--- src/include/fb_macros.svh ---
// --------------------------------------------------------------------------
// framebuffer video geometry: 640x480 60 Hz display timing and 160x120
// 1-bit framebuffer size
// --------------------------------------------------------------------------
`ifndef FB_MACROS_SVH
`define FB_MACROS_SVH

`define FB_WIDTH  160
`define FB_HEIGHT 120
`define FB_PIXELS 19200   // FB_WIDTH * FB_HEIGHT
`define FB_ADDRW  15

// horizontal timing in pixels
`define H_ACTIVE  640
`define H_FP      16
`define H_SYNC    96
`define H_BP      48
`define H_TOTAL   800

// vertical timing in lines
`define V_ACTIVE  480
`define V_FP      10
`define V_SYNC    2
`define V_BP      33
`define V_TOTAL   525

`define CORDW     10

`endif

--- src/rtl/fb_pkg.sv ---
// --------------------------------------------------------------------------
// framebuffer video types: display timing bundle, framebuffer write
// and 12-bit colour
// --------------------------------------------------------------------------
`default_nettype none

`include "fb_macros.svh"

package fb_pkg;

    typedef struct packed {
        logic [`CORDW-1:0] sx;  // screen x
        logic [`CORDW-1:0] sy;  // screen y
        logic hsync;            // active low
        logic vsync;            // active low
        logic de;
        logic frame;            // start of vertical blanking
    } timing_t;

    typedef struct packed {
        logic we;
        logic [`FB_ADDRW-1:0] addr;
        logic colr;             // 1-bit pixel
    } fb_wr_t;

    typedef struct packed {
        logic [3:0] r;
        logic [3:0] g;
        logic [3:0] b;
    } rgb_t;

endpackage

`default_nettype wire

--- src/rtl/fb_scanout.sv ---
// --------------------------------------------------------------------------
// framebuffer scanout: reads pixels in step with the display position
// and registers sync, data enable and 12-bit colour
// --------------------------------------------------------------------------
`timescale 1ns/100ps
`default_nettype none

`include "fb_macros.svh"

module fb_scanout
    import fb_pkg::*;
(
    input  wire logic                 clk_pix,
    input  wire logic                 rst_n,
    input  wire timing_t              timing,
    output logic [`FB_ADDRW-1:0]      rd_addr,
    input  wire logic                 rd_data,
    output logic                      hsync,
    output logic                      vsync,
    output logic                      de,
    output rgb_t                      colr
);

    logic paint;      // inside the top-left framebuffer area
    logic paint_p1;
    logic hsync_p1;
    logic vsync_p1;
    logic de_p1;

    assign paint = (timing.sx < `CORDW'(`FB_WIDTH)) && (timing.sy < `CORDW'(`FB_HEIGHT));

    always_ff @(posedge clk_pix or negedge rst_n) begin
        if (!rst_n) begin
            rd_addr <= '0;
        end else if (timing.frame) begin
            rd_addr <= '0;
        end else if (paint) begin
            rd_addr <= rd_addr + 1'b1;
        end
    end

    // align with RAM read, then output register
    always_ff @(posedge clk_pix or negedge rst_n) begin
        if (!rst_n) begin
            paint_p1 <= 1'b0;
            hsync_p1 <= 1'b1;
            vsync_p1 <= 1'b1;
            de_p1    <= 1'b0;
            hsync    <= 1'b1;
            vsync    <= 1'b1;
            de       <= 1'b0;
            colr     <= '0;
        end else begin
            paint_p1 <= paint;
            hsync_p1 <= timing.hsync;
            vsync_p1 <= timing.vsync;
            de_p1    <= timing.de;
            hsync    <= hsync_p1;
            vsync    <= vsync_p1;
            de       <= de_p1;
            colr     <= (paint_p1 && rd_data) ? '{4'hF, 4'hF, 4'hF} : '0;  // white or black
        end
    end

endmodule

`default_nettype wire

--- config.mk ---
export PLATFORM = sky130hd
export DESIGN_NAME = fb_scanout
export DESIGN_NICKNAME = d
export VERILOG_FILES = /design/src/rtl/fb_pkg.sv /design/src/rtl/fb_scanout.sv
export VERILOG_INCLUDE_DIRS = /design/src /design/src/include
export SDC_FILE = /design/constraint.sdc
export NUM_CORES = 1
export LEC_CHECK = 0
export BUFFER_PORTS_ARGS = -buffer_cell sky130_fd_sc_hd__buf_2
export CORE_ASPECT_RATIO = 0.8
export CORE_MARGIN = 5
export CORE_UTILIZATION = 41
export DETAILED_ROUTE_END_ITERATION = 12
export PLACE_DENSITY_LB_ADDON = 0.3
export SLEW_MARGIN = 20
export SYNTH_ARGS = -nofsm -noshare
export SYNTH_HDL_FRONTEND = slang
export SYNTH_SLANG_ARGS = --single-unit
--- constraint.sdc ---
create_clock -name clk_pix -period 1.8 [get_ports clk_pix]
set_clock_uncertainty 0.05 [all_clocks]
set_input_delay 0.09 -clock clk_pix [delete_from_list [all_inputs] [get_ports clk_pix]]
set_output_delay 0.09 -clock clk_pix [all_outputs]
set_load 0.02 [all_outputs]
==> metrics.md <==
| Metric | Value |
|---|---|
| Status | complete, no violations |
| Effective utilization at floorplan | 42.6% |
| Largest net degree at the start of global routing | 24 |
| Reg power frac | 63.2% |
| Cell Int Power | 0.000641 W |
| Worst skew pair latency | 0.30 ns |
| Leakage power | 0.810 nW |
| Die Span Y | 58.0 um |
| Core box area | 2770 sq um |
| CTS HTree Levels | 1 |
| P&R area growth vs syn | 32.8% |
| 1st-pass router iterations | 4 |
| Commonest cells after routing, fill and taps aside | buf_2, dfrtp_1, buf_4, nor2_1 |
| Synth Warn # | 0 |
| CP endpoint | rd_addr[5] |
| Register bit total from synthesis | 23 |
| Comb power frac | 8.8% |
| CP startpoint kind | register |
| Max reg flops | 15 |
| Detailed placement HPWL | 2050 um |
| Antenna violations before repair | 0 |
| Syn Nets | 143 |
| Unique masters post-synth | 33 |
| Routability cong. | 0.742 |
| Cts bufs inserted | 3 |
| Avg WL per Cell | 13.2 um |
| Top reg by flops | rd_addr |
| Clk root buf | clkbuf_4 |
| Final Power | 0.000838 W |
| Die area | 4050 sq um |
| Final WL | 2730 um |
| Synthesized area | 1180 sq um |
| Vias per cell | 4.95 |
| Final core occ | 56.6% |
| Gr usage total | 14.0% |
| Global-route wire length before repair | 4710 um |
| Max Cap Viol | 0 |
| Asr flop ratio synth | 100% |
| Max Clk Rate | 564 MHz |
| Gate count of the mapped netlist | 115 |
| Max-slew violations | 0 |
| Pwr/cell area | 535 nW/um^2 |
| Vias in the first global route | 1068 |
| WS Path Type | reg -> reg |
| Layout cells sized above 1 | 48.2% |
| Inst Count DP | 194 |
| CTS Sinks | 23 |
| Reg2Reg Depth | 4 |
| Switching power | 0.000197 W |
| Worst-path maximum fanout | 3 |
| Die X | 69.9 um |
| Worst setup margin | 0.0259 ns |
| Tcrit/Tclk final | 98.6% |
| Slew @ Worst Pin | 0.499 ns |
| CTS tree | done |
| Top_reg_cell synth | dfrtp_1 |
| Non-Filler Instances | 206 |
| Post-synth EDFFs | 0 |
| Clock transition at path regs | 0.12 ns |
| First DRT Iteration DRCs | 27 |
| Worst R2R End | rd_addr[5] |
| Critical path arrival | 1.93 ns |
| Start point of the critical path | rd_addr[2] |
| CP Capture Type | register |
| Reg2Reg Setup Slack | 0.03 ns |
| Syn_area_per_cell | 10.2 sq um |
| Hold WS | 0.0917 ns |
| Total grt overflow | 0 |
| Ant diodes | 0 |
| Final setup fails | 0 |
| Ports | 57 |
| Peak supply drop | 0.000352 V |
| Required @ worst endpoint | 1.96 ns |
| Remaining antenna violation count | 0 |
| Via count | 1019 |
| Worst R2R Start | rd_addr[2] |
| Seq/Total Area, Yosys | 49.3% |
| Sw frac | 23.5% |
| Commonest non-fill, non-tap cell in the layout | buf_2 |
| Tmin final | 1.77 ns |
| Port bufs | 48 |
| # DRC | 0 |
| Class of the tightest hold or removal check | in -> reg |
| Clk buf depth | 2 |
| Worst slew margin | 66.7% |
| Site row count | 17 |
| Fin. Hold Viols | 0 |
| Fin nets | 197 |
| Clock network fraction of total power | 27.9% |
| Pre-CTS setup slack | 0.0322 ns |
[how the worst min path moves through the flow]
stage / from / end / slack, ns / depth (start not counted)
2_1_floorplan: rst_n / colr[2] / -0.26 / 0
3_3_place_gp: rst_n / rd_addr[12] / 0.04 / 1
3_5_place_dp: rst_n / rd_addr[7] / 0.04 / 1
4_1_cts: timing[11] / paint_p1 / 0.09 / 4
5_1_grt: timing[23] / paint_p1 / 0.11 / 4
6_report: timing[23] / paint_p1 / 0.09 / 4
[through the flow]
step / TNS [ns] / cell area, sq um
after floorplan: 0 / 1180
after global placement: 0 / 1430
after detailed placement: 0 / 1430
after CTS: 0 / 1510
after global routing: -0.0335 / 1570
final: 0 / 1570
[layout make-up]
type | count | area [sq um]
clock buffers | 3 | 22.5
clock inverters | 1 | 5.00
fillers | 250 | 1200
inverters | 5 | 18.8
multi-input cells | 72 | 513
flip-flops and latches | 23 | 582
well taps | 38 | 47.5
repair buffers | 64 | 377
[kinds of logic after synthesis]
logic type,after synthesis,share of synthesized area (%)
AND/OR/NAND/NOR,47,25.6
AO/OA/AOI/OAI,17,7.75
multiplexers,6,5.63
adder cells (fa/ha/maj),1,1.06
buffers and inverters,20,9.98
XOR/XNOR,1,0.743
flip-flops,23,49.3
[critical path: stages, from the launching register on]
cell	delay, ns
dfrtp_2	0.39
or4b_4	0.47
nor4_4	0.21
and4_1	0.25
mux2_4	0.30
[what timing repair did]
action	CTS	global route
setup endpoints to repair	0	9
setup buffers	0	3
hold buffers	5	0
gates resized for setup	0	8
hold endpoints to repair	23	0
[cells in the mapped netlist (3+ instances only)]
| master | n | share of area [%] |
|---|---|---|
| a21oi_1 | 8 | 3.4 |
| nand3_1 | 5 | 2.1 |
| nand2_1 | 3 | 0.96 |
| inv_1 | 5 | 1.6 |
| dfstp_2 | 4 | 8.9 |
| buf_4 | 11 | 7.0 |
| mux2_2 | 3 | 2.9 |
| nor2b_1 | 3 | 1.6 |
| or3_1 | 5 | 2.7 |
| dfrtp_1 | 19 | 40 |
| o21ai_0 | 7 | 3.0 |
| nand4_1 | 4 | 2.1 |
| nor2_1 | 8 | 2.5 |
| and4_1 | 3 | 2.2 |
| and2_1 | 3 | 1.6 |
[per-layer routing]
| metal | track usage (%) | share of wire, % |
|---|---|---|
| met5 | 0 | 0 |
| met4 | 2.19 | 0.77 |
| met3 | 5.20 | 6.7 |
| met2 | 25.0 | 50 |
| met1 | 16.6 | 42 |
[power groups by stage]
stage | clock network, W | logic, W | registers, W
after detailed placement | 0 | 0.0000653 | 0.000540
after global routing | 0.000265 | 0.0000834 | 0.000531
after CTS | 0.000243 | 0.0000735 | 0.000530
after global placement | 0 | 0.0000636 | 0.000539
final | 0.000234 | 0.0000738 | 0.000530
after floorplan | 0 | 0.0000204 | 0.000545
(Power assumes the default switching activity.)
