===== src/include/fb_macros.svh =====
// --------------------------------------------------------------------------
// framebuffer video geometry: 640x480 60 Hz display timing and 160x120
// 1-bit framebuffer size
// --------------------------------------------------------------------------
`ifndef FB_MACROS_SVH
`define FB_MACROS_SVH

`define FB_WIDTH  160
`define FB_HEIGHT 120
`define FB_PIXELS 19200   // FB_WIDTH * FB_HEIGHT
`define FB_ADDRW  15

// horizontal timing in pixels
`define H_ACTIVE  640
`define H_FP      16
`define H_SYNC    96
`define H_BP      48
`define H_TOTAL   800

// vertical timing in lines
`define V_ACTIVE  480
`define V_FP      10
`define V_SYNC    2
`define V_BP      33
`define V_TOTAL   525

`define CORDW     10

`endif


===== src/rtl/fb_pkg.sv =====
// --------------------------------------------------------------------------
// framebuffer video types: display timing bundle, framebuffer write
// and 12-bit colour
// --------------------------------------------------------------------------
`default_nettype none

`include "fb_macros.svh"

package fb_pkg;

    typedef struct packed {
        logic [`CORDW-1:0] sx;  // screen x
        logic [`CORDW-1:0] sy;  // screen y
        logic hsync;            // active low
        logic vsync;            // active low
        logic de;
        logic frame;            // start of vertical blanking
    } timing_t;

    typedef struct packed {
        logic we;
        logic [`FB_ADDRW-1:0] addr;
        logic colr;             // 1-bit pixel
    } fb_wr_t;

    typedef struct packed {
        logic [3:0] r;
        logic [3:0] g;
        logic [3:0] b;
    } rgb_t;

endpackage

`default_nettype wire


===== src/rtl/display_timings.sv =====
// --------------------------------------------------------------------------
// 640x480 60 Hz display timing: screen position counters, sync pulses,
// data enable and the frame strobe at the start of vertical blanking
// --------------------------------------------------------------------------
`timescale 1ns/100ps
`default_nettype none

`include "fb_macros.svh"

module display_timings
    import fb_pkg::*;
(
    input  wire logic clk_pix,
    input  wire logic rst_n,
    output timing_t   timing
);

    localparam logic [`CORDW-1:0] H_LAST  = `CORDW'(`H_TOTAL - 1);
    localparam logic [`CORDW-1:0] V_LAST  = `CORDW'(`V_TOTAL - 1);
    localparam logic [`CORDW-1:0] HS_BEG  = `CORDW'(`H_ACTIVE + `H_FP);
    localparam logic [`CORDW-1:0] HS_END  = `CORDW'(`H_ACTIVE + `H_FP + `H_SYNC);
    localparam logic [`CORDW-1:0] VS_BEG  = `CORDW'(`V_ACTIVE + `V_FP);
    localparam logic [`CORDW-1:0] VS_END  = `CORDW'(`V_ACTIVE + `V_FP + `V_SYNC);
    localparam logic [`CORDW-1:0] H_ACT   = `CORDW'(`H_ACTIVE);
    localparam logic [`CORDW-1:0] V_ACT   = `CORDW'(`V_ACTIVE);

    logic [`CORDW-1:0] sx;
    logic [`CORDW-1:0] sy;

    // back porch is whatever remains of the line after active, fp and sync
    always_ff @(posedge clk_pix or negedge rst_n) begin
        if (!rst_n) begin
            sx <= '0;
            sy <= '0;
        end else if (sx == H_LAST) begin
            sx <= '0;
            if (sy == V_LAST) begin
                sy <= '0;
            end else begin
                sy <= sy + 1'b1;
            end
        end else begin
            sx <= sx + 1'b1;
        end
    end

    always_comb begin
        timing.sx    = sx;
        timing.sy    = sy;
        timing.hsync = ~(sx >= HS_BEG && sx < HS_END);  // negative polarity
        timing.vsync = ~(sy >= VS_BEG && sy < VS_END);
        timing.de    = (sx < H_ACT) && (sy < V_ACT);
        timing.frame = (sx == '0) && (sy == V_ACT);     // first pixel of line 480
    end

endmodule

`default_nettype wire


===== config.mk =====
export PLATFORM = sky130hd
export DESIGN_NAME = display_timings
export DESIGN_NICKNAME = d
export VERILOG_FILES = /design/src/rtl/fb_pkg.sv /design/src/rtl/display_timings.sv
export VERILOG_INCLUDE_DIRS = /design/src /design/src/include
export SDC_FILE = /design/constraint.sdc
export NUM_CORES = 1
export LEC_CHECK = 0
export BUFFER_PORTS_ARGS = -buffer_cell sky130_fd_sc_hd__buf_2
export CAP_MARGIN = 20
export CORE_MARGIN = 2
export CORE_UTILIZATION = 30
export DETAILED_ROUTE_END_ITERATION = 10
export HOLD_SLACK_MARGIN = 0.08
export PLACE_DENSITY = 0.48
export SETUP_SLACK_MARGIN = 0.02
export SLEW_MARGIN = 20
export SYNTH_ARGS = -nofsm -noshare
export SYNTH_HDL_FRONTEND = slang
export SYNTH_SLANG_ARGS = --single-unit

===== constraint.sdc =====
create_clock -name clk_pix -period 2.1 [get_ports clk_pix]
set_input_delay 0 -clock clk_pix [delete_from_list [all_inputs] [get_ports clk_pix]]
set_output_delay 0 -clock clk_pix [all_outputs]
set_load 0.02 [all_outputs]

==> impl_metrics.json <==
{
  "grtUsageTotal_pct": 13.61,
  "finalSetupViolCount": 0,
  "coreArea_um2": 3633,
  "path_clk_slew_ps": 80,
  "layout.cell_area.non_filler_um2": 1391,
  "fp.dieH_um": 65.06,
  "htree_levels": 1,
  "die-area_um2": 4233,
  "synth.ff_latch_count": 20,
  "synth_common_cells": "20 x dfrtp_1, 10 x nor2_1, 9 x nand2_1",
  "status": "completed",
  "drt-total-wl_mm": 2.607,
  "post-route-util_pct": 38.29,
  "peakVddDrop_v": 0.0001582,
  "finalSetupTns_ps": 0,
  "hold_viol_final": 0,
  "die_w_um": 65.06,
  "cellLeakagePower_nw": 0.6777,
  "yosysMostFrequentCell": "dfrtp_1",
  "max_cap_viol_count": 0,
  "r2r-start": "sx[5]",
  "pwr-share-comb_pct": 1.4,
  "yosysWarningCount": 0,
  "seqPwrFrac_pct": 55.7,
  "fin_skew_ps": 3.897,
  "cts_sinks": 20,
  "ys_top_cells_by_area": "dfrtp_1 45%, ha_1 5.6%, xnor2_1 4.7%, nor2_1 3.4%, xor2_1 3.1%",
  "numCtsBuffers": 3,
  "layout-drive-gt1-share_pct": 27.40,
  "pwr-share-clk_pct": 42.9,
  "worst_slew_pin_slew_ps": 487.4,
  "critPathKind": "flop to flop",
  "cp-start-kind": "flop",
  "worstPathRequired_ps": 2280,
  "hold_class": "primary input to async pin",
  "period_share_pct": 92.82,
  "reg2reg_slack_ps": 150,
  "postCtsSetupBuffers": 0,
  "first_iter_violations": 21,
  "grt-ovfl-total": 0,
  "critPathArrivalTime_ps": 2130,
  "ys_types": 34,
  "stdcell_count": 194,
  "ant_nets": 0,
  "gp_congestion": 0.7871,
  "antenna_found_initial": 0,
  "ios": 26,
  "critPathMaxFanout": 17,
  "vias_per_cell": 4.820,
  "dpl.hpwl_mm": 1.930,
  "max_freq_ghz": 0.5130,
  "drc": 0,
  "firstDrtPassIters": 4,
  "nNetsFinal": 154,
  "synth_area_per_cell_um2": 9.987,
  "period_minus_slack_ps": 1949,
  "rows": 22,
  "cts-root-buf": "clkbuf_8",
  "synth_top_area_share_pct": 44.74,
  "synth_edf_count": 0,
  "synth_top_cell_by_area": "dfrtp_1",
  "grt_max_degree": 21,
  "syn_nets": 119,
  "cts_tree": "yes",
  "yosysSeqAreaShare_pct": 44.74,
  "clock_latency_ps": 250,
  "cts_buffer_depth": 2,
  "port_buffers": 25,
  "areaGrowthSynthToFinish_pct": 24.38,
  "fillers": 379,
  "grt_setup_unrepaired": "false",
  "synth_ff_type": "dfrtp_1",
  "r2r_end": "sy[0]",
  "hold_ws_ps": 233.0,
  "internal_power_mw": 0.5532,
  "start_util_pct": 30.79,
  "diodes": 0,
  "crit_start": "sx[5]",
  "worstSetupEndpointType": "flop",
  "postPlaceCellArea_um2": 1326,
  "max_slew_margin_pct": 67.21,
  "p_sw_share_pct": 19.89,
  "grt_pass1_vias": 900,
  "wl_per_cell_um": 13.44,
  "place_inst": 189,
  "synthCells": 112,
  "synthArstFlopShare_pct": 100.0,
  "grt_pass1_wl_mm": 4.450,
  "via_count": 935,
  "syn-cell-area_um2": 1119,
  "rr_worst_depth": 5,
  "slew_viol_final": 0,
  "p_per_area_nw_per_um2": 496.3,
  "power.switching_mw": 0.1373
}
[worst max path at each step]
| stage | end | slack, ps | cells past startpoint |
|---|---|---|---|
| floorplan | sy[4] | 50 | 6 |
| global placement | sy[4] | 240 | 5 |
| detailed placement | sy[0] | 180 | 5 |
| CTS | sy[0] | 150 | 5 |
| global route | sy[0] | 40 | 5 |
| finish | sy[0] | 150 | 5 |
[registers in the layout, indices dropped and copies added (netlist names)]
register / count
sx: 10
sy: 10
[placed cells by master (no fill, tap or decap), types with 2 or more instances in the layout]
| master | synthesis | final |
|---|---|---|
| nor3_1 | 6 | 6 |
| buf_4 | 0 | 6 |
| clkbuf_8 | 0 | 4 |
| nand2_1 | 9 | 9 |
| nor4_1 | 2 | 2 |
| nand3_1 | 6 | 6 |
| xnor2_1 | 6 | 6 |
| nor2_1 | 10 | 10 |
| or3_1 | 2 | 2 |
| buf_2 | 0 | 25 |
| and2_1 | 2 | 2 |
| nand4_1 | 4 | 4 |
| ha_1 | 5 | 5 |
| xor2_1 | 4 | 4 |
| o21ai_0 | 6 | 6 |
| dfrtp_1 | 20 | 20 |
| and3_1 | 4 | 4 |
| nor2b_1 | 2 | 2 |
| inv_1 | 5 | 5 |
[logic make-up after synthesis]
group,count (synthesis),synth area share (%)
fa+ha+maj,5,5.593
simple gates,55,28.30
compound gates,14,8.502
flops,20,44.74
xor+xnor,10,7.830
buf+inv,7,3.691
mux,1,1.342
[layout make-up]
type,instances,area (µm²),area share [%]
multi-input combinational,85,576.8,41.46
timing repair buffer,32,180.2,12.95
clock buffer,4,55.05,3.957
inverter,5,18.77,1.349
sequential,20,500.5,35.97
tap,48,60.06,4.317
[stage by stage]
step	setup WS (ps)	power (mW)
2_1_floorplan	52.56	0.3925
3_3_place_gp	237.7	0.4015
3_5_place_dp	184.2	0.4017
4_1_cts	153.2	0.7091
5_1_grt	44.74	0.7287
6_report	150.8	0.6905
[repair_timing]
| action | 4_1_cts | 5_1_grt |
|---|---|---|
| gates resized for setup | 0 | 0 |
| endpoints found under the hold margin | 20 | 0 |
| hold buffers | 1 | 0 |
[metal layers]
metal | wire (µm) | share of wire [%] | GRT usage [%]
met1 | 1244 | 48 | 18.81
met2 | 1259 | 48 | 22.16
met3 | 79 | 3.0 | 2.431
met4 | 25 | 0.96 | 3.125
met5 | 0 | 0 | 0
[worst max-delay path, stage by stage, from the launching register on]
cell,delay (ps)
dfrtp_1,450
or4b_4,570
nor3_2,160
buf_4,250
or3b_1,360
o21ai_0,80
[power groups by stage]
stage            logic, mW  registers (mW)  clock network (mW)
6_report           0.00974           0.385               0.296
5_1_grt             0.0118           0.385               0.332
4_1_cts             0.0108           0.385               0.314
3_5_place_dp       0.00926           0.392                   0
3_3_place_gp       0.00914           0.392                   0
2_1_floorplan  0.000000242           0.393                   0
Power figures use the tool's default switching activity.
