### config.mk
export PLATFORM = sky130hd
export DESIGN_NAME = box_drawer
export DESIGN_NICKNAME = d
export VERILOG_FILES = /design/src/rtl/fb_pkg.sv /design/src/rtl/box_drawer.sv
export VERILOG_INCLUDE_DIRS = /design/src /design/src/include
export SDC_FILE = /design/constraint.sdc
export NUM_CORES = 1
export LEC_CHECK = 0
export ABC_AREA = 1
export BUFFER_PORTS_ARGS = -buffer_cell sky130_fd_sc_hd__buf_4
export CELL_PAD_IN_SITES_DETAIL_PLACEMENT = 0
export CELL_PAD_IN_SITES_GLOBAL_PLACEMENT = 2
export CORE_UTILIZATION = 33
export CTS_CLUSTER_DIAMETER = 60
export DETAILED_ROUTE_END_ITERATION = 12
export PLACE_DENSITY_LB_ADDON = 0.3
export SYNTH_ARGS = -nofsm -noshare
export SYNTH_HDL_FRONTEND = slang
export SYNTH_SLANG_ARGS = --single-unit
### constraint.sdc
create_clock -name clk_pix -period 1.55 [get_ports clk_pix]
set_input_delay 0.155 -clock clk_pix [delete_from_list [all_inputs] [get_ports clk_pix]]
set_output_delay 0.155 -clock clk_pix [all_outputs]
set_load 0.005 [all_outputs]
### src/include/fb_macros.svh
// --------------------------------------------------------------------------
// framebuffer video geometry: 640x480 60 Hz display timing and 160x120
// 1-bit framebuffer size
// --------------------------------------------------------------------------
`ifndef FB_MACROS_SVH
`define FB_MACROS_SVH

`define FB_WIDTH  160
`define FB_HEIGHT 120
`define FB_PIXELS 19200   // FB_WIDTH * FB_HEIGHT
`define FB_ADDRW  15

// horizontal timing in pixels
`define H_ACTIVE  640
`define H_FP      16
`define H_SYNC    96
`define H_BP      48
`define H_TOTAL   800

// vertical timing in lines
`define V_ACTIVE  480
`define V_FP      10
`define V_SYNC    2
`define V_BP      33
`define V_TOTAL   525

`define CORDW     10

`endif

### src/rtl/fb_pkg.sv
// --------------------------------------------------------------------------
// framebuffer video types: display timing bundle, framebuffer write
// and 12-bit colour
// --------------------------------------------------------------------------
`default_nettype none

`include "fb_macros.svh"

package fb_pkg;

    typedef struct packed {
        logic [`CORDW-1:0] sx;  // screen x
        logic [`CORDW-1:0] sy;  // screen y
        logic hsync;            // active low
        logic vsync;            // active low
        logic de;
        logic frame;            // start of vertical blanking
    } timing_t;

    typedef struct packed {
        logic we;
        logic [`FB_ADDRW-1:0] addr;
        logic colr;             // 1-bit pixel
    } fb_wr_t;

    typedef struct packed {
        logic [3:0] r;
        logic [3:0] g;
        logic [3:0] b;
    } rgb_t;

endpackage

`default_nettype wire

### src/rtl/box_drawer.sv
// --------------------------------------------------------------------------
// box drawer: on request, writes a one-pixel border around the
// framebuffer during the next vertical blanking, in white or black
// --------------------------------------------------------------------------
`timescale 1ns/100ps
`default_nettype none

`include "fb_macros.svh"

module box_drawer
    import fb_pkg::*;
(
    input  wire logic clk_pix,
    input  wire logic rst_n,
    input  wire logic box_req,
    input  wire logic box_on,
    input  wire logic frame,
    output fb_wr_t    fb_wr
);

    localparam logic [7:0] X_LAST = 8'(`FB_WIDTH - 1);
    localparam logic [7:0] Y_LAST = 8'(`FB_HEIGHT - 2);  // columns skip the top row
    localparam logic [`FB_ADDRW-1:0] ROW_STEP  = `FB_ADDRW'(`FB_WIDTH);
    localparam logic [`FB_ADDRW-1:0] RIGHT_BEG = `FB_ADDRW'(2 * `FB_WIDTH - 1);
    localparam logic [`FB_ADDRW-1:0] BOT_BEG   = `FB_ADDRW'((`FB_HEIGHT - 1) * `FB_WIDTH);

    typedef enum logic [2:0] {
        DRAW_IDLE,
        DRAW_TOP,
        DRAW_RIGHT,
        DRAW_LEFT,
        DRAW_BOTTOM
    } draw_state_e;

    draw_state_e state;
    logic [7:0] cnt;                  // step along the current edge
    logic pending;
    logic pend_colr;
    logic draw_colr;
    logic [`FB_ADDRW-1:0] addr;

    logic start;
    assign start = (state == DRAW_IDLE) && frame && pending;

    always_ff @(posedge clk_pix or negedge rst_n) begin
        if (!rst_n) begin
            state   <= DRAW_IDLE;
            cnt     <= '0;
            pending <= 1'b0;
        end else begin
            if (start) pending <= 1'b0;
            if (box_req) pending <= 1'b1;  // newest request wins
            cnt <= cnt + 1'b1;
            case (state)
                DRAW_IDLE: begin
                    cnt <= '0;
                    if (start) state <= DRAW_TOP;
                end
                DRAW_TOP:    if (cnt == X_LAST) begin state <= DRAW_RIGHT; cnt <= '0; end
                DRAW_RIGHT:  if (cnt == Y_LAST) begin state <= DRAW_LEFT; cnt <= '0; end
                DRAW_LEFT:   if (cnt == Y_LAST) begin state <= DRAW_BOTTOM; cnt <= '0; end
                DRAW_BOTTOM: if (cnt == X_LAST) state <= DRAW_IDLE;
                default:     state <= DRAW_IDLE;
            endcase
        end
    end

    // write address and colours
    always_ff @(posedge clk_pix) begin
        if (box_req) pend_colr <= box_on;
        if (start) draw_colr <= pend_colr;
        case (state)
            DRAW_IDLE:   addr <= '0;
            DRAW_TOP:    addr <= (cnt == X_LAST) ? RIGHT_BEG : addr + 1'b1;
            DRAW_RIGHT:  addr <= (cnt == Y_LAST) ? ROW_STEP : addr + ROW_STEP;
            DRAW_LEFT:   addr <= (cnt == Y_LAST) ? BOT_BEG : addr + ROW_STEP;
            default:     addr <= addr + 1'b1;  // bottom row
        endcase
    end

    always_comb begin
        fb_wr.we   = (state != DRAW_IDLE);
        fb_wr.addr = addr;
        fb_wr.colr = draw_colr;
    end

endmodule

`default_nettype wire

==> flow_summary_export.csv, run 1 <==
group,metric,value,unit
synth,synthAdderAreaFrac,0.0270,
power,vdd_ir_drop_max,0.000518,V
floorplanning,initial_core_util,0.352,
global_route,grt_antenna_before_repair,0,
clocking,clock_tree_from_tritoncts,"built",
hold_path,worst_case_hold_path_end_point,"pend_colr$_DFFE_PP_",
placement,numPortBuffers,21,
timing,clock-skew-final,3.77,ps
synth,dominantRegCellSynth,"sky130_fd_sc_hd__dfrtp_1",
power,power.density,1600,nW/um2
setup_path,worstRegToRegCells,8,
synth,async_reset_ff_frac,0.414,
floorplanning,core_region,5270,um2
timing,hold_viol,0,
synth,synth_common_cells,"sky130_fd_sc_hd__nand2_1 (64), sky130_fd_sc_hd__inv_1 (36), sky130_fd_sc_hd__nand3_1 (26), sky130_fd_sc_hd__nor2_1 (26), sky130_fd_sc_hd__dfrtp_1 (12)",
layout,layout.nets,299,
global_route,number_of_global_route_vias_before_repair,1606,
timing,timing.final.crit_period,1500,ps
timing,slew_headroom,0.814,
clocking,tritoncts_num_sinks,29,
setup_path,timing.critical_path.from_type,"register",
synth,netlist.top_cell.by_area,"sky130_fd_sc_hd__dfrtp_1",
hold_path,hold_path.startpoint,"box_on",
setup_path,r2r_setup_slack,80,ps
synth,synth_top_cells_by_area,"sky130_fd_sc_hd__dfrtp_1 (16%), sky130_fd_sc_hd__nand2_1 (13%), sky130_fd_sc_hd__edfxtp_1 (11%)",
power,power.leakage,1.12,nW
clocking,clock-root-buffer,"sky130_fd_sc_hd__clkbuf_8",
synth,post_synth_instance_area,1850,um2
timing,worst_max_slew_pin_slew,279,ps
synth,yosys.cell_types.count,27,
layout,diodes,0,
layout,layoutNonFillerInstCount,361,
synth,synth_compound_gate_area_share,0.0716,
clocking,clock_latency_at_the_later_pin_of_the_worst_skew_pair,280,ps
layout,drive_gt1_frac,0.230,
route,wl_per_cell,12.1,um
setup_path,r2r_start,"cnt[0]$_DFF_PN0_",
setup_path,regToRegEndpoint,"cnt[3]$_DFF_PN0_",
timing,post-route-period-util,0.970,
hold_path,worstHoldPathCells,1,
synth,post-synth-top-count-cell,"sky130_fd_sc_hd__nand2_1",
route,final_antenna_net_count,0,
route,route.vias.total,1694,
clocking,path_clk_slew,70,ps
placement,place_hpwl,3350,um
timing,fmax,0.665,GHz
placement,gp_congestion,0.815,
layout,final_design_area_no_fill,2290,um2
synth,syn-mean-instance-area,7.35,um2
run,max_cap_violations,0,
synth,synth_top_area_frac,0.162,
clocking,clk_path_buf_depth,2,
synth,synth-seq-area-share,0.384,
route,routed_via_density,4.69,
floorplanning,row_count,26,
hold_path,worstHoldPathType,"in -> reg",
setup_path,critical_path_arrival,1350,ps
global_route,grt_start_max_net_pins,13,
setup_path,crit_fanout,5,
setup_path,critPathCaptureType,"output pin",
floorplanning,floorplan.io_pins,22,
timing,timing.final.max_slew_violations,0,
setup_path,timing.critical_path.required,1390,ps
layout,area_delta_synth_final,23.8,%
floorplanning,die_height,76.9,um
synth,synth_edf_count,7,
synth,synth_simple_gate_area_frac,0.367,
synth,synth_top_family_by_area,"simple AND/OR/NAND/NOR gates",
run_status,status,"complete, no violations",
route,initialDrtViolationCount,125,
floorplanning,chipWidth,76.9,um
setup_path,path_class,"reg -> out",
route,drt-total-wl,4370,um
timing,grt_setup_unrepaired,"yes",
synth,post_synth_mux_area_share,0,
clocking,cts-htree-levels,2,
global_route,overflow,0,
synth,nets_in_the_synthesized_netlist,261,
placement,placed_cells,350,
global_route,total_grt_usage,0.160,
route,dr.pass1.iters,4,
global_route,grt_pass1_wl,7450,um
synth,post_synth_inst_count,252,
clocking,cts-buffers-inserted,5,
synth,postSynthRegisterBits,29,
synth,synthXorXnorAreaFrac,0.0567,
floorplanning,floorplan.die_area,5920,um2
synth,ys.warnings.count,0,
placement,post_dp_cell_area,2160,um2
route,drc_markers,0,
timing,setup_violations,0,
repair_timing:
action                                 CTS  global route
hold buffers                             1             0
endpoints found under the hold margin   12             0
setup endpoints to repair                0            17
setup buffers                            0             2
resized for setup                        0             6
power by group:
part / total (mW) / switching (mW) / internal [mW]
Combinational: 1.75 / 0.971 / 0.783
Sequential: 1.32 / 0.275 / 1.04
Clock: 0.606 / 0.296 / 0.311
Total: 3.68 / 1.54 / 2.14
cell families (layout without fill, tap and decap cells):
group                    Yosys count  after routing
AND/OR/NAND/NOR                  143            143
buffers and inverters             43             82
flip-flops                        29             29
AO/OA/AOI/OAI                     21             21
XOR/XNOR                          12             12
adder cells (fa/ha/maj)            4              4
placed cells by master, fill, tap and decap left out:
master                           n
sky130_fd_sc_hd__nand2_1        64
sky130_fd_sc_hd__inv_1          36
sky130_fd_sc_hd__buf_4          32
sky130_fd_sc_hd__nand3_1        26
sky130_fd_sc_hd__nor2_1         25
sky130_fd_sc_hd__dfrtp_1        12
sky130_fd_sc_hd__nand4_1        10
sky130_fd_sc_hd__dfxtp_1        10
sky130_fd_sc_hd__o21ai_1         7
sky130_fd_sc_hd__xor2_1          7
sky130_fd_sc_hd__edfxtp_1        7
sky130_fd_sc_hd__o21ai_0         6
sky130_fd_sc_hd__xnor2_1         5
sky130_fd_sc_hd__clkbuf_8        5
sky130_fd_sc_hd__inv_2           4
sky130_fd_sc_hd__nor2_2          4
sky130_fd_sc_hd__nand2_2         4
sky130_fd_sc_hd__nor2_4          4
sky130_fd_sc_hd__o21ai_2         3
sky130_fd_sc_hd__ha_1            3
sky130_fd_sc_hd__nand2_4         2
sky130_fd_sc_hd__a21oi_1         2
sky130_fd_sc_hd__o21bai_1        2
sky130_fd_sc_hd__nor3_2          2
sky130_fd_sc_hd__clkinv_2        2
sky130_fd_sc_hd__nand3_4         1
sky130_fd_sc_hd__nand2_8         1
sky130_fd_sc_hd__a21oi_4         1
sky130_fd_sc_hd__ha_2            1
sky130_fd_sc_hd__clkbuf_1        1
sky130_fd_sc_hd__dlygate4sd3_1   1
sky130_fd_sc_hd__buf_12          1
worst max-delay path: stages, from the launching register on:
cell	delay (ps)
sky130_fd_sc_hd__dfrtp_1	470
sky130_fd_sc_hd__nor2_1	180
sky130_fd_sc_hd__inv_1	90
sky130_fd_sc_hd__nor2_1	120
sky130_fd_sc_hd__inv_1	70
sky130_fd_sc_hd__buf_4	140
how the worst max path moves through the flow:
stage	startpoint	to	slack, ps
after global placement	cnt[0]$_DFF_PN0_	addr[0]$_DFFE_PP_	100
after floorplan	cnt[0]$_DFF_PN0_	addr[0]$_DFFE_PP_	190
after detailed placement	cnt[0]$_DFF_PN0_	cnt[0]$_DFF_PN0_	80
final	state[2]$_DFFE_PN0P_	fb_wr[16]	50
after CTS	state[2]$_DFFE_PN0P_	fb_wr[16]	40
after global routing	cnt[0]$_DFF_PN0_	cnt[2]$_DFF_PN0_	-20
stage by stage:
step	hold WS [ps]	setup WS, ps	setup TNS [ps]	util	total power [mW]
final	46.1	46.5	0	0.435	3.68
after global routing	40.4	-20.2	-58.2	0.435	4.03
after CTS	38.2	43.8	0	0.428	3.66
after detailed placement	11.7	75.3	0	0.410	3.02
after global placement	8.02	97.1	0	0.410	3.05
after floorplan	-141	192	0	-	2.40
per-layer routing:
layer  share of wire  vias to the layer above  track usage
met4           0.020                        0       0.0788
met1            0.50                      773        0.222
met2            0.42                       36        0.238
met3           0.058                        7       0.0262
met5               0                        -            0
li1                -                      878            -
registers in the layout, summed over array words and instances (netlist names):
signal     count
addr          15
cnt            8
state          3
draw_colr      1
pend_colr      1
pending        1
layout make-up:
| type | count | area (um2) |
|---|---|---|
| clock buffer | 6 | 72.6 |
| sequential | 29 | 711 |
| inverter | 40 | 150 |
| fill | 561 | 2980 |
| clock inverter | 2 | 10.0 |
| multi-input combinational | 180 | 992 |
| timing repair buffer | 34 | 270 |
| tap | 70 | 87.6 |
Note: power is estimated with default switching activity, not from simulation.
==> run 2, diff against run 1 <==
CORE_UTILIZATION = 30   (was 33)
clock period = 1.2 ns   (was 1.55 ns; I/O delays follow)
==> run 2 against run 1 <==
Net effect:
- the run now ends with negative setup slack left
- global-route usage rose by 0.11 points
- via count increased by 7.3%
- flip-flop and latch count did not move
- first-iteration DRC count fell by 58%
- worst hold slack lost 30 ps
- clock skew is essentially flat
- critical path depth up 5
- clock power up 50%
- non-clock buffer count rose by 40
- worst setup slack lost 290 ps
- critical endpoint is now state[0]$_DFFE_PN0P_
- largest cell class unchanged
- largest power group unchanged
- highest routed layer unchanged
==> flow_summary_export.csv, run 2 (same netlist as run 1, synthesis figures left out) <==
group,metric,value,unit
setup_path,timing.critical_path.required,1370,ps
floorplanning,initial_core_util,0.311,
layout,final_util,0.459,
hold_path,worstHoldPathType,"in -> reg",
placement,placed_cells,391,
placement,gp_congestion,0.782,
layout,final.fill_count,625,
route,route.vias.total,1818,
setup_path,r2r_setup_slack,-240,ps
clocking,clock_latency_at_the_later_pin_of_the_worst_skew_pair,280,ps
global_route,global_route.usage.met2,0.253,
layout,layout.nets,339,
global_route,grt_pass1_wl,7960,um
global_route,overflow,0,
setup_path,worstRegToRegCells,10,
clocking,cts-htree-levels,2,
timing,worst_max_slew_pin_slew,298,ps
clocking,clk_path_buf_depth,2,
layout,largest_registers,"addr x15, cnt x8, state x3",
route,final_antenna_net_count,0,
setup_path,timing.critical_path.from_type,"register",
placement,numPortBuffers,21,
placement,post_dp_cell_area,2430,um2
placement,place_hpwl,3630,um
floorplanning,core_region,5960,um2
global_route,number_of_global_route_vias_before_repair,1778,
run_status,violations,"negative setup slack",
timing,timing.final.crit_period,1440,ps
layout,layoutNonFillerInstCount,406,
timing,grt_setup_unrepaired,"yes",
floorplanning,chipWidth,80.6,um
global_route,grt_antenna_before_repair,0,
clocking,path_clk_slew,70,ps
layout,final_design_area_no_fill,2740,um2
timing,setup_violations,32,
route,wl_per_cell,11.2,um
layout,max_flop_register,"addr",
setup_path,path_class,"reg -> reg",
power,vdd_ir_drop_max,0.000649,V
layout,drive_gt1_frac,0.378,
setup_path,r2r_start,"cnt[0]$_DFF_PN0_",
hold_path,worstHoldPathCells,1,
setup_path,critPathCaptureType,"register",
layout,largest_register_ffs,15,
layout,mostFrequentLayoutCell,"sky130_fd_sc_hd__buf_4",
floorplanning,die_height,80.6,um
clocking,clock-root-buffer,"sky130_fd_sc_hd__clkbuf_8",
timing,fmax,0.694,GHz
placement,preCtsSetupSlack,-228,ps
hold_path,worst_case_hold_path_end_point,"pend_colr$_DFFE_PP_",
route,drc_markers,0,
floorplanning,floorplan.die_area,6490,um2
global_route,grt_start_max_net_pins,13,
run,max_cap_violations,0,
clocking,clock_tree_from_tritoncts,"built",
floorplanning,floorplan.io_pins,22,
timing,clock-skew-final,4.19,ps
hold_path,hold_path.startpoint,"box_on",
route,drt-total-wl,4550,um
global_route,met3_usage,0.0330,
power,power.leakage,1.35,nW
power,power.density,1990,nW/um2
layout,diodes,0,
layout,commonest_non_fill_non_tap_cells_in_the_layout,"sky130_fd_sc_hd__buf_4 (64), sky130_fd_sc_hd__nand2_1 (62), sky130_fd_sc_hd__inv_1 (32), sky130_fd_sc_hd__nand3_1 (23), sky130_fd_sc_hd__nor2_1 (22)",
global_route,total_grt_usage,0.161,
timing,slew_headroom,0.799,
timing,post-route-period-util,1.20,
setup_path,crit_fanout,7,
route,routed_via_density,4.48,
clocking,cts-buffers-inserted,5,
floorplanning,row_count,28,
setup_path,critical_path_arrival,1610,ps
timing,final.setup.worst_slack,-240,ps
setup_path,setup.worst_path.start,"cnt[0]$_DFF_PN0_",
setup_path,regToRegEndpoint,"state[0]$_DFFE_PN0P_",
layout,area_delta_synth_final,47.6,%
route,initialDrtViolationCount,53,
global_route,grt_most_used_layer,"met2",
clocking,tritoncts_num_sinks,29,
timing,timing.final.max_slew_violations,0,
global_route,globalRouteMet1Util,0.217,
route,dr.pass1.iters,4,
timing,hold_viol,0,
run_status,status,"finished, violations left",
[run 2: cell count changes in the layout (fill, tap and decap cells not counted), moves of 4 or more]
cell                     previous run  this run
sky130_fd_sc_hd__buf_4             32        64
sky130_fd_sc_hd__nor2_4             4         8
sky130_fd_sc_hd__inv_1             36        32
sky130_fd_sc_hd__buf_6              0         9
[run 2: layout make-up]
type	count	area, um2	area share
inverters	40	153	0.0558
flip-flops and latches	29	712	0.260
well taps	75	93.8	0.0343
repair buffers	74	592	0.216
clock inverters	1	5.00	0.00183
multi-input cells	180	1080	0.396
clock buffers	7	96.3	0.0352
[run 2: metrics by stage]
stage	TNS, ps	power (mW)	hold slack (ps)
after global routing	-8520	5.98	6.20
final	-5990	5.43	16.0
after global placement	-4460	4.37	-28.9
after floorplan	-3550	3.10	-176
after CTS	-6100	5.39	8.61
after detailed placement	-5790	4.35	-26.3
[run 2: what timing repair did]
| action | in CTS | in global routing |
|---|---|---|
| resized for setup | 19 | 22 |
| endpoints found under the setup margin | 33 | 34 |
| buffers inserted | 4 | 2 |
| hold buffers | 1 | 0 |
| pin swaps | 0 | 5 |
| hold endpoints to repair | 12 | 0 |
| gates cloned | 0 | 0 |
[run 2: per-layer routing]
metal | share of wire | routed length, um | vias to the layer above
li1 | - | - | 960
met2 | 0.45 | 2030 | 24
met4 | 0.011 | 51 | 0
met5 | 0 | 0 | -
met1 | 0.51 | 2310 | 829
met3 | 0.034 | 155 | 5
[run 2: power by group]
group          switching, mW  internal (mW)
registers              0.302           1.34
logic                   1.44           1.44
clock network          0.392          0.518
[run 2: how the worst max path moves through the flow]
stage                           endpoint  cells past startpoint
global placement        cnt[2]$_DFF_PN0_                      8
CTS                     cnt[1]$_DFF_PN0_                      8
global route        state[0]$_DFFE_PN0P_                     10
floorplan              addr[0]$_DFFE_PP_                      7
finish              state[0]$_DFFE_PN0P_                     10
detailed placement      cnt[0]$_DFF_PN0_                      8
[run 2: worst max-delay path, cell delays in order, from the launching register on]
cell and delay, ps:
sky130_fd_sc_hd__dfrtp_1 430, sky130_fd_sc_hd__inv_1 80, sky130_fd_sc_hd__ha_1 150, sky130_fd_sc_hd__nand2_1 50, sky130_fd_sc_hd__nor2_1 110, sky130_fd_sc_hd__nand2_2 90, sky130_fd_sc_hd__nand2_4 100, sky130_fd_sc_hd__buf_6 140
sky130_fd_sc_hd__nand3_1 80, sky130_fd_sc_hd__nand2_1 70, sky130_fd_sc_hd__nand2_1 40
